File: src/musicBoxPkg.sv
/*
	Music box shared definitions
	Widths, tone table, counter types and timing constants for the live-play path
*/
package musicBoxPkg;

	// ------------------------------------------------------------------
	// Keys and tones
	// ------------------------------------------------------------------
	localparam int NUM_KEYS        = 6;
	localparam int DEBOUNCE_CYCLES = 16;   // Raw mask must hold this long
	localparam int SAMPLE_PERIOD   = 40;   // Clocks between sample ticks
	localparam int KEY_HALF_PERIOD [NUM_KEYS] = '{2, 3, 4, 5, 6, 8};  // In samples
	localparam int KEY_AMPLITUDE   = 40;   // Per key in its high phase
	localparam int LEVEL_MAX       = 255;
	localparam int DAC_SCALE       = 16;   // 256 * 16 fills the 12 bit DAC

	// Buffering and DAC framing
	localparam int FIFO_DEPTH = 4;         // Also the producer's starting credits
	localparam int SCLK_HALF  = 2;
	localparam int FRAME_BITS = 16;        // 4 control bits then 12 data bits
	localparam int GAP_CYCLES = 2;         // SYNC high between frames

	// ------------------------------------------------------------------
	// Types
	// ------------------------------------------------------------------
	typedef logic [NUM_KEYS-1:0]   keyMaskT;
	typedef logic [7:0]            levelT;
	typedef logic [8:0]            levelSumT;   // One bit over levelT so the clip shows
	typedef logic [11:0]           dacSampleT;
	typedef logic [FRAME_BITS-1:0] frameT;

	// Counters
	typedef logic [$clog2(DEBOUNCE_CYCLES)-1:0] debounceCountT;
	typedef logic [$clog2(SAMPLE_PERIOD)-1:0]   tickCountT;
	typedef logic [3:0]                         phaseCountT;  // Half periods up to 16
	typedef logic [$clog2(FIFO_DEPTH + 1)-1:0]  fifoCountT;   // Entries or credits
	typedef logic [$clog2(FIFO_DEPTH)-1:0]      fifoPtrT;
	typedef logic [$clog2(SCLK_HALF + 1)-1:0]   sclkCountT;
	typedef logic [$clog2(GAP_CYCLES + 1)-1:0]  gapCountT;
	typedef logic [$clog2(FRAME_BITS)-1:0]      bitCountT;

	typedef enum logic [1:0] {SerIdle, SerShift, SerGap} serializerStateT;

endpackage

File: src/dacSpiSerializer.sv
/*
	DAC SPI serializer
	Takes one sample at a time and shifts it out MSB first as a 16-bit
	frame with four zero control bits, then holds SYNC high for the gap
*/
module dacSpiSerializer (
	input  logic                   clock_50Mhz,
	input  logic                   reset,
	input  logic                   dacValid,
	input  musicBoxPkg::dacSampleT dacSample,
	output logic                   dacCredit,
	output logic                   spiSclk,
	output logic                   spiSyncN,
	output logic                   spiDin
);
	import musicBoxPkg::*;

	serializerStateT state;
	sclkCountT       divCount;    // Cycles into the SCLK half period
	bitCountT        bitCount;
	gapCountT        gapCount;
	frameT           shiftReg;
	dacSampleT       holdSample;  // One sample waiting for the shifter
	logic            holdValid;

	logic            halfDone;
	logic            risingEdge;
	logic            frameDone;
	logic            gapDone;
	logic            take;

	assign halfDone   = (state == SerShift) && (divCount == sclkCountT'(SCLK_HALF - 1));
	assign frameDone  = halfDone && !spiSclk && (bitCount == bitCountT'(FRAME_BITS - 1));
	assign risingEdge = halfDone && !spiSclk && !frameDone;
	assign gapDone    = (state == SerGap) && (gapCount == gapCountT'(GAP_CYCLES - 1));
	assign take       = holdValid && ((state == SerIdle) || gapDone);
	assign dacCredit  = take;  // Holding slot free again

	always_ff @(posedge clock_50Mhz) begin
		if (reset)
			holdValid <= 1'b0;
		else
			holdValid <= dacValid || (holdValid && !take);
	end

	always_ff @(posedge clock_50Mhz) begin
		if (dacValid)
			holdSample <= dacSample;
	end

	// ------------------------------------------------------------------
	// Frame FSM
	// ------------------------------------------------------------------
	always_ff @(posedge clock_50Mhz) begin
		if (reset) begin
			state    <= SerIdle;
			divCount <= '0;
			bitCount <= '0;
			gapCount <= '0;
			spiSclk  <= 1'b0;
			spiSyncN <= 1'b1;
			spiDin   <= 1'b0;
		end else if (take) begin
			state    <= SerShift;
			divCount <= '0;
			bitCount <= '0;
			spiSyncN <= 1'b0;
			spiSclk  <= 1'b1;   // First rising edge with SYNC
			spiDin   <= 1'b0;   // Top control bit
		end else begin
			if (state == SerShift)
				divCount <= halfDone ? '0 : divCount + 1'b1;
			if (halfDone && spiSclk)
				spiSclk <= 1'b0;  // DAC latches on the fall
			if (risingEdge) begin
				spiSclk  <= 1'b1;
				spiDin   <= shiftReg[FRAME_BITS-2];  // Data moves on the rise
				bitCount <= bitCount + 1'b1;
			end
			if (frameDone) begin
				state    <= SerGap;
				spiSyncN <= 1'b1;
				spiDin   <= 1'b0;
				gapCount <= '0;
			end
			if (state == SerGap) begin
				if (gapDone)
					state <= SerIdle;  // Nothing waiting
				else
					gapCount <= gapCount + 1'b1;
			end
		end
	end

	always_ff @(posedge clock_50Mhz) begin
		if (take)
			shiftReg <= frameT'(holdSample);  // Zero extend gives the control bits
		else if (risingEdge)
			shiftReg <= shiftReg << 1;
	end

endmodule

File: src/keySmoother.sv
/*
	Music key smoother
	Synchronizes the six active-low keys and debounces them as one mask
*/
module keySmoother (
	input  logic                 clock_50Mhz,
	input  logic                 reset,
	input  musicBoxPkg::keyMaskT musicKeys,    // Active low from the pins
	output musicBoxPkg::keyMaskT pressedKeys   // Active high, stable
);
	import musicBoxPkg::*;

	keyMaskT       syncMeta;        // First synchronizer stage
	keyMaskT       syncKeys;        // Second stage
	keyMaskT       rawPressed;
	keyMaskT       candidateKeys;   // Mask being timed
	debounceCountT stableCount;     // Shared by all six keys

	assign rawPressed = ~syncKeys;  // Pressed reads as 1 from here on

	// ------------------------------------------------------------------
	// Two-flop synchronizer
	// ------------------------------------------------------------------
	always_ff @(posedge clock_50Mhz) begin
		if (reset) begin
			syncMeta <= '1;  // All released
			syncKeys <= '1;
		end else begin
			syncMeta <= musicKeys;
			syncKeys <= syncMeta;
		end
	end

	// ------------------------------------------------------------------
	// Stability counter
	// ------------------------------------------------------------------
	// Any bit moving restarts the wait for the whole mask
	always_ff @(posedge clock_50Mhz) begin
		if (reset) begin
			candidateKeys <= '0;
			stableCount   <= '0;
			pressedKeys   <= '0;
		end else if (rawPressed != candidateKeys) begin
			candidateKeys <= rawPressed;
			stableCount   <= '0;
		end else if (stableCount == debounceCountT'(DEBOUNCE_CYCLES - 1)) begin
			pressedKeys <= candidateKeys;  // Held long enough
		end else begin
			stableCount <= stableCount + 1'b1;
		end
	end

endmodule

File: src/musicBox.sv
/*
	Music box live-play top
	Keys to debouncer, tone generator, sample FIFO and DAC SPI serializer
*/
module musicBox (
	input  logic                 clock_50Mhz,
	input  logic                 reset,
	input  musicBoxPkg::keyMaskT musicKeys,   // Active low
	output logic                 spiSclk,
	output logic                 spiSyncN,
	output logic                 spiDin
);
	import musicBoxPkg::*;

	keyMaskT   pressedKeys;
	logic      sampleValid;
	dacSampleT sample;
	logic      sampleCredit;   // FIFO back to producer
	logic      dacValid;
	dacSampleT dacSample;
	logic      dacCredit;      // Serializer back to FIFO

	// ------------------------------------------------------------------
	// Producer, buffer and consumer chain
	// ------------------------------------------------------------------
	keySmoother smoother (
		.clock_50Mhz(clock_50Mhz),
		.reset(reset),
		.musicKeys(musicKeys),
		.pressedKeys(pressedKeys)
	);

	toneGenerator generator (
		.clock_50Mhz(clock_50Mhz),
		.reset(reset),
		.pressedKeys(pressedKeys),
		.sampleValid(sampleValid),
		.sample(sample),
		.sampleCredit(sampleCredit)
	);

	sampleFifo fifo (
		.clock_50Mhz(clock_50Mhz),
		.reset(reset),
		.sampleValid(sampleValid),
		.sample(sample),
		.sampleCredit(sampleCredit),
		.dacValid(dacValid),
		.dacSample(dacSample),
		.dacCredit(dacCredit)
	);

	dacSpiSerializer serializer (
		.clock_50Mhz(clock_50Mhz),
		.reset(reset),
		.dacValid(dacValid),
		.dacSample(dacSample),
		.dacCredit(dacCredit),
		.spiSclk(spiSclk),
		.spiSyncN(spiSyncN),
		.spiDin(spiDin)
	);

endmodule

File: src/sampleFifo.sv
/*
	Sample FIFO
	Four-entry buffer between tone generator and DAC serializer, returning a
	producer credit per pop and popping only on a consumer credit
*/
module sampleFifo (
	input  logic                   clock_50Mhz,
	input  logic                   reset,
	input  logic                   sampleValid,
	input  musicBoxPkg::dacSampleT sample,
	output logic                   sampleCredit,
	output logic                   dacValid,
	output musicBoxPkg::dacSampleT dacSample,
	input  logic                   dacCredit
);
	import musicBoxPkg::*;

	dacSampleT fifoMem [FIFO_DEPTH];
	fifoPtrT   wrPtr;
	fifoPtrT   rdPtr;
	fifoCountT count;            // Entries held
	logic      consumerCredit;   // Serializer can take one sample
	logic      pop;

	function automatic fifoPtrT nextPtr(input fifoPtrT ptr);
		return (ptr == fifoPtrT'(FIFO_DEPTH - 1)) ? '0 : ptr + 1'b1;
	endfunction

	assign pop       = consumerCredit && (count != '0);
	assign dacValid  = pop;             // Head leaves in the pop cycle
	assign dacSample = fifoMem[rdPtr];

	// ------------------------------------------------------------------
	// Pointers, count and credits
	// ------------------------------------------------------------------
	always_ff @(posedge clock_50Mhz) begin
		if (reset) begin
			wrPtr          <= '0;
			rdPtr          <= '0;
			count          <= '0;
			consumerCredit <= 1'b1;
			sampleCredit   <= 1'b0;
		end else begin
			if (sampleValid)
				wrPtr <= nextPtr(wrPtr);  // Producer credits keep this off a full FIFO
			if (pop)
				rdPtr <= nextPtr(rdPtr);
			case ({sampleValid, pop})
				2'b10:   count <= count + 1'b1;
				2'b01:   count <= count - 1'b1;
				default: count <= count;
			endcase
			consumerCredit <= (consumerCredit && !pop) || dacCredit;
			sampleCredit   <= pop;  // Slot freed
		end
	end

	always_ff @(posedge clock_50Mhz) begin
		if (sampleValid)
			fifoMem[wrPtr] <= sample;
	end

endmodule

File: src/toneGenerator.sv
/*
	Tone generator
	Sums one square tone per held key on each sample tick and sends the
	scaled DAC code to the sample FIFO while it holds credits
*/
module toneGenerator (
	input  logic                   clock_50Mhz,
	input  logic                   reset,
	input  musicBoxPkg::keyMaskT   pressedKeys,
	output logic                   sampleValid,
	output musicBoxPkg::dacSampleT sample,
	input  logic                   sampleCredit   // One pulse per FIFO pop
);
	import musicBoxPkg::*;

	tickCountT           tickCount;
	logic                tickPending;   // Tick seen but no credit yet
	fifoCountT           creditCount;
	keyMaskT             lastKeys;
	phaseCountT          phaseCount [NUM_KEYS];
	logic [NUM_KEYS-1:0] phaseHigh;

	logic                tick;
	logic                send;
	logic                keysChanged;
	phaseCountT          nextCount [NUM_KEYS];
	logic [NUM_KEYS-1:0] nextHigh;
	levelSumT            levelSum;
	levelT               clippedLevel;

	assign tick        = tickCount == tickCountT'(SAMPLE_PERIOD - 1);
	assign send        = (tick || tickPending) && (creditCount != '0);
	assign keysChanged = pressedKeys != lastKeys;

	// ------------------------------------------------------------------
	// Sample tick and credit count
	// ------------------------------------------------------------------
	always_ff @(posedge clock_50Mhz) begin
		if (reset) begin
			tickCount   <= '0;
			tickPending <= 1'b0;
			creditCount <= fifoCountT'(FIFO_DEPTH);  // FIFO starts empty
		end else begin
			tickCount   <= tick ? '0 : tickCount + 1'b1;
			tickPending <= (tick || tickPending) && !send;
			case ({send, sampleCredit})
				2'b10:   creditCount <= creditCount - 1'b1;
				2'b01:   creditCount <= creditCount + 1'b1;
				default: creditCount <= creditCount;  // Both or neither
			endcase
		end
	end

	// ------------------------------------------------------------------
	// Per key phase and level sum
	// ------------------------------------------------------------------
	always_comb begin
		levelSum = '0;
		for (int k = 0; k < NUM_KEYS; k++) begin
			// New mask restarts every key at index 0, a high phase
			nextCount[k] = keysChanged ? '0 : phaseCount[k];
			nextHigh[k]  = keysChanged || phaseHigh[k];
			if (pressedKeys[k] && nextHigh[k])
				levelSum = levelSum + levelSumT'(KEY_AMPLITUDE);
			if (send) begin  // Index moves only when a sample goes out
				if (nextCount[k] == phaseCountT'(KEY_HALF_PERIOD[k] - 1)) begin
					nextCount[k] = '0;
					nextHigh[k]  = !nextHigh[k];
				end else begin
					nextCount[k] = nextCount[k] + 1'b1;
				end
			end
		end
	end

	assign clippedLevel = (levelSum > LEVEL_MAX) ? levelT'(LEVEL_MAX) : levelT'(levelSum);

	always_ff @(posedge clock_50Mhz) begin
		if (reset) begin
			lastKeys    <= '0;
			sampleValid <= 1'b0;
			phaseCount  <= '{default: '0};
			phaseHigh   <= '1;
		end else begin
			lastKeys    <= pressedKeys;
			sampleValid <= send;
			phaseCount  <= nextCount;
			phaseHigh   <= nextHigh;
		end
	end

	always_ff @(posedge clock_50Mhz) begin
		if (send)
			sample <= dacSampleT'(clippedLevel * DAC_SCALE);  // Level to DAC code
	end

endmodule
File: config.mk
export PLATFORM = sky130hd
export DESIGN_NAME = musicBox
export DESIGN_NICKNAME = d
export VERILOG_FILES = /design/src/musicBoxPkg.sv /design/src/dacSpiSerializer.sv /design/src/keySmoother.sv /design/src/musicBox.sv /design/src/sampleFifo.sv /design/src/toneGenerator.sv
export SDC_FILE = /design/constraint.sdc
export NUM_CORES = 1
export LEC_CHECK = 0
export BUFFER_PORTS_ARGS = -buffer_cell sky130_fd_sc_hd__buf_2
export CAP_MARGIN = 40
export CELL_PAD_IN_SITES_DETAIL_PLACEMENT = 1
export CELL_PAD_IN_SITES_GLOBAL_PLACEMENT = 1
export CORE_MARGIN = 1.5
export CORE_UTILIZATION = 40
export DETAILED_ROUTE_END_ITERATION = 7
export HOLD_SLACK_MARGIN = 0.15
export PLACE_DENSITY_LB_ADDON = 0.1
export SYNTH_ARGS = -nofsm -noshare
export SYNTH_HDL_FRONTEND = slang
export SYNTH_SLANG_ARGS = --single-unit
File: constraint.sdc
create_clock -name clock_50Mhz -period 10.5 [get_ports clock_50Mhz]
set_clock_uncertainty 0.15 [all_clocks]
set_input_delay 0.525 -clock clock_50Mhz [delete_from_list [all_inputs] [get_ports clock_50Mhz]]
set_output_delay 0.525 -clock clock_50Mhz [all_outputs]
set_load 0.02 [all_outputs]
; Word level (Yosys, flattened, before mapping)
; Memory sizes are Yosys's and may differ from the RTL's. A register that Yosys moved wholly into a read port is not among the register bits.
; Index checks and enable logic that the tools add are counted.
[totals]
register_bits = 133
ramBits = 32
in_bits = 8
output_inout_bits = 3
wordCells = 191
mem_count = 1
[op_classes]
add_sub_neg = 22
order_cmp = 1
n_eq_ne = 21
n_mux = 57
bitwise = 2
reduce_logical = 52
[mem_list]
columns = memory, words, width, read_ports, rd_clocked_by_memory_dff, wr, line_no
row1 = fifo.fifoMem, 4, 8, 1, 1, 1, sampleFifo.sv:18  ; dacSampleT fifoMem [FIFO_DEPTH];
[op_table]
columns = cell, count
row1 = 4-bit 2-to-1 mux, 18
row2 = 9-bit 2-to-1 mux, 5
row3 = "9-bit by 6-bit adder with 9-bit output, second input constant", 4
row4 = "4-bit by 1-bit adder with 4-bit output, second input constant", 8
row5 = 12-bit 2-to-1 mux, 2
row6 = 1-bit 2-to-1 mux, 20
row7 = 1-bit logical AND, 18
row8 = 2-bit 2-to-1 mux, 9
row9 = "4-bit by 3-bit == test with 1-bit output, second input constant", 3
row10 = 6-bit != test, 2
row11 = 3-bit case mux with 2 select lines, 2
row12 = 1-bit logical NOT, 11
row13 = "2-bit by 1-bit == test with 1-bit output, second input constant", 5
row14 = "2-bit == test, second input constant", 5
row15 = 1-bit logical OR, 10
row16 = "9-bit by 8-bit greater-than comparator with 1-bit output, second input constant", 1
row17 = 3-bit nonzero test, 3
row18 = "2-bit by 1-bit adder with 2-bit output, second input constant", 4
row19 = "4-bit by 2-bit == test with 1-bit output, second input constant", 2
row20 = "4-bit == test, second input constant", 2
row21 = 2-bit nonzero test, 4
row22 = "6-bit by 6-bit adder with 7-bit output, second input constant", 1
row23 = "3-bit by 1-bit adder with 3-bit output, second input constant", 2
row24 = "6-bit by 1-bit adder with 6-bit output, second input constant", 1
row25 = other kinds (10), 13

; Longest topological paths before layout
[logic_depth]
ltp_word = 15
depth_mapped = 23
ltp_nobuf = 22

; Modules after synthesis
; From an unflattened synthesis, not the netlist that was laid out.
[unflattened]
hier_cells = 675
area_unflattened_um2 = 7988.9
[by_module_without_submodules]
columns = module, n_inst, cells_per_inst, area_each_um2, seq_area_each_um2
row1 = toneGenerator, 1, 347, 3091.7, 1121.1
row2 = sampleFifo, 1, 115, 2253.4, 1661.6
row3 = dacSpiSerializer, 1, 122, 1646.6, 1061.0
row4 = keySmoother, 1, 91, 997.2, 560.5

; Worst setup path before layout
; No wires, ideal clock.
[synth_path]
kind = reg2reg
startpoint = register smoother.pressedKeys[4]
endpoint = register generator.sample[11], data pin
setup_ns = 0.283
arrival_time_ns = 4.758
required_time_ns = 10.067
setup_slack_ns = 5.309
stages_incl_launch_ff = 23
path_cell_list = dfxtp_1 > xnor2_1 > nand3_1 > or3_1 > clkbuf_1 > o21ai_0 > inv_1 > ha_1 > inv_1 > nor2_1 > a21oi_1 > and2_1 > inv_1 > ha_1 > a211o_1 > a21boi_0 > ha_1 > nor2_1 > xnor3_1 > a22oi_2 > o2bb2ai_1 > a221oi_2 > o2111ai_1
[synth_via]
elab_chain_len = 15
[synth_lines]
columns = element, line_no
row1 = from (decl), keySmoother.sv:9  ; output musicBoxPkg::keyMaskT pressedKeys
row2 = from (signal assigned), keySmoother.sv:47  ; pressedKeys <= candidateKeys;
row3 = 6-bit != test, toneGenerator.sv:33  ; assign keysChanged = pressedKeys != lastKeys;
row4 = 1-bit logical OR, toneGenerator.sv:62  ; nextHigh[k] = keysChanged || phaseHigh[k];
row5 = 1-bit logical AND, toneGenerator.sv:63  ; if (pressedKeys[k] && nextHigh[k])
row6 = 6-bit 2-to-1 mux, toneGenerator.sv:63
row7 = 6-bit by 6-bit adder with 7-bit output, toneGenerator.sv:64  ; levelSum = levelSum + levelSumT'(KEY_AMPLITUDE);
row8 = 9-bit 2-to-1 mux, toneGenerator.sv:63
row9 = 9-bit by 6-bit adder with 9-bit output, toneGenerator.sv:64
row10 = 9-bit 2-to-1 mux, toneGenerator.sv:63
row11 = 9-bit by 6-bit adder with 9-bit output, toneGenerator.sv:64
row12 = 9-bit 2-to-1 mux, toneGenerator.sv:63
row13 = 9-bit by 6-bit adder with 9-bit output, toneGenerator.sv:64
row14 = 9-bit 2-to-1 mux, toneGenerator.sv:63
row15 = 9-bit by 6-bit adder with 9-bit output, toneGenerator.sv:64
row16 = 9-bit 2-to-1 mux *, toneGenerator.sv:63
row17 = 9-bit by 8-bit greater-than comparator with 1-bit output, toneGenerator.sv:76  ; assign clippedLevel = (levelSum > LEVEL_MAX) ? levelT'(LEVEL_MAX) : levelT'(levelSum);
row18 = to (signal assigned), toneGenerator.sv:94  ; sample <= dacSampleT'(clippedLevel * DAC_SCALE);
row19 = to (decl), toneGenerator.sv:11  ; output musicBoxPkg::dacSampleT sample,
; Every way passes the cells marked *; elsewhere a longest branch is shown, timed or not.
; A chain may end at the register's enable or synchronous reset.

; Worst setup path after layout
; Same ends and word-level chain as after synthesis.

==> out/qor.csv <==
metric;value;unit
outcome;complete, no violations;
hold_path_depth;1;
synth_cells;614;
power_switching;373;uW
cp_num_cells;21;
yosysWarnings;0;
postSynthAreaPerCell;10.2;sq um
cts_resized;0;
dieArea;16500;sq um
clk_latency;0.41;ns
yosys.area.top_type;dfxtp_1;
cts_tree;yes;
viasPerCell;5.00;
overflow;0;
netlist.area_leader.share;32.2;%
cts_buffers;17;
gr-usage-all-layers;17.2;%
rsz0062_at_grt;false;
final_cell_count_no_fill;855;
fin_crit;5.93;ns
crit_chain;xnor2_1, nand3_1, or3_1, o21ai_0, inv_1, ha_1, inv_1, nor2_1, a21oi_1, and2_1, inv_1, ha_1, a211o_1, a21boi_0, ha_1, nor2_1, xnor3_1, a22oi_2, o2bb2ai_1, a221oi_2, o2111ai_1;
max_cap_violations;0;
cp_slowest_stage_delay;0.59;ns
path_max_fanout;11;
ys_seq_area_share;53.2;%
hold_start;smoother.syncMeta[4];
drcViolationCount;0;
setup_tns;0;ns
power_leakage;2.73;nW
cts_buffer_depth;2;
worst_hold_path_type;register to register;
area_delta_synth_final;13.9;%
wirelength;12.6;mm
yosysMostFrequentCell;dfxtp_1;
ir_drop;115;uV
drt-initial-drc-count;225;
ys.flop_type;dfxtp_1;
required;10.48;ns
p_int;1.07;mW
grt_pass1_vias;4661;
clkPwrFrac;39.2;%
crit_buf_inv;3;
setup-violations-final;0;
synth_common_cells;dfxtp_1 (101), nor2_1 (78), nand2_1 (60);
grt_antenna_before_repair;0;
start_util;41.2;%
synth.distinct_cells;60;
fmax;168;MHz
synth-seq-cells;145;
port_buffers;10;
crit_path_start_kind;register;
post_cts_buffers;0;
slew_viol_final;0;
seq_power_share;47.1;%
r2r-start;smoother.pressedKeys[4];
worstMarginPinSlew;0.825;ns
hold_ws;0.261;ns
hold_buffers;6;
num_vias;4279;
sw_frac_of_total;25.8;%
p_per_area;202;nW/um^2
nets;661;
diodes;0;
rr_worst_depth;21;
worstSetupPathType;register to register;
synth_enable_flop_cells;44;
yosys-top-cells-area;dfxtp_1 (32%), edfxtp_1 (21%), nor2_1 (4.7%);
crit_end;generator.sample[11];
die_w;128;um
grt_max_degree;68;
slowest_stage;or3_1;
netlist_area;6280;sq um
place_inst;817;
reg2reg_to;generator.sample[11];
rrSetupSlack;4.57;ns
cts.htree.levels;4;
path_clk_slew;0.06;ns
cts_sinks;145;
cp-startpoint;smoother.pressedKeys[4];
grt_pass1_wl;22.1;mm
combPwrFrac;13.8;%
dp_hpwl;8.89;mm
post-route-period-util;56.5;%
firstDrtPassIters;5;
cts.root.buffer_cell;clkbuf_16;
crit_family;compound AO/OA/AOI/OAI gates;
fp.coreArea;15300;sq um
end_kind;register;
die_y;128;um
num_io_pins;11;
synthArstFlopShare;0;%
antenna_left;0;
place_congestion;0.764;
wl_per_cell;14.7;um
drive_gt1_share;10.7;%
finalHoldViolations;0;
maxSlewHeadroom;45.0;%
rows;45;
utilization;46.9;%
syn_nets;644;
cp.arrival;5.92;ns
-- layout by cell type, fill, tap and decap left out, types with 15 or more instances in the layout --
master and instances:
nor3_1 16, nand3_1 15, a21oi_1 28, nor2_1 77, edfxtp_1 44, nand2_1 60
clkbuf_16 17, dfxtp_1 101, ha_1 20, xnor2_1 26, xor2_1 19, inv_1 26
o21ai_0 18, or2_2 15
-- metrics by stage --
stage               cell area, sq um  power (mW)  setup slack, ns
global placement                6540       0.882             4.90
finish                          7160        1.45             4.57
floorplan                       6280       0.841             5.31
CTS                             7160        1.47             4.56
detailed placement              6540       0.895             4.58
global route                    7160        1.53             4.06
-- worst min-delay path by stage --
stage                           endpoint
global placement    smoother.syncKeys[0]
detailed placement  smoother.syncKeys[4]
floorplan           smoother.syncKeys[0]
finish              smoother.syncKeys[4]
CTS                 smoother.syncKeys[0]
global route        smoother.syncKeys[4]
-- state kept, by name, indices dropped and copies added (netlist names), 6 cells and up --
name	flops
smoother.pressedKeys	6
generator.phaseHigh	6
fifo.fifoMem	24
generator.tickCount	6
smoother.syncKeys	6
generator.lastKeys	6
smoother.syncMeta	6
serializer.shiftReg	11
smoother.candidateKeys	6
generator.sample	6
generator.phaseCount	24
serializer.holdSample	6
-- per-layer routing --
metal	wire (um)	up-vias	GRT usage, %
met1	5430	2082	18.8
met3	177	9	3.42
met2	6840	26	32.3
met4	125	0	7.47
met5	0	-	0
li1	-	2162	-
-- cell type report --
class / instances / area [sq um]
clock buffers: 19 / 433
fillers: 1677 / 8100
clock inverters: 13 / 120
repair buffers: 19 / 133
well taps: 211 / 264
flip-flops and latches: 145 / 3340
multi-input cells: 422 / 2770
inverters: 26 / 97.6
-- power groups by stage --
| stage | combinational, mW | clock (mW) | sequential (mW) |
|---|---|---|---|
| finish | 0.199 | 0.566 | 0.681 |
| global route | 0.230 | 0.608 | 0.688 |
| CTS | 0.205 | 0.586 | 0.682 |
| detailed placement | 0.202 | 0 | 0.693 |
| global placement | 0.191 | 0 | 0.692 |
| floorplan | 0.160 | 0 | 0.680 |
-- cell families after synthesis --
family	synth area share, %
buf+inv	2.85
flops	53.2
simple gates	19.1
fa+ha+maj	4.62
compound gates	8.84
mux	4.06
xor+xnor	7.25
(Power assumes the default switching activity.)
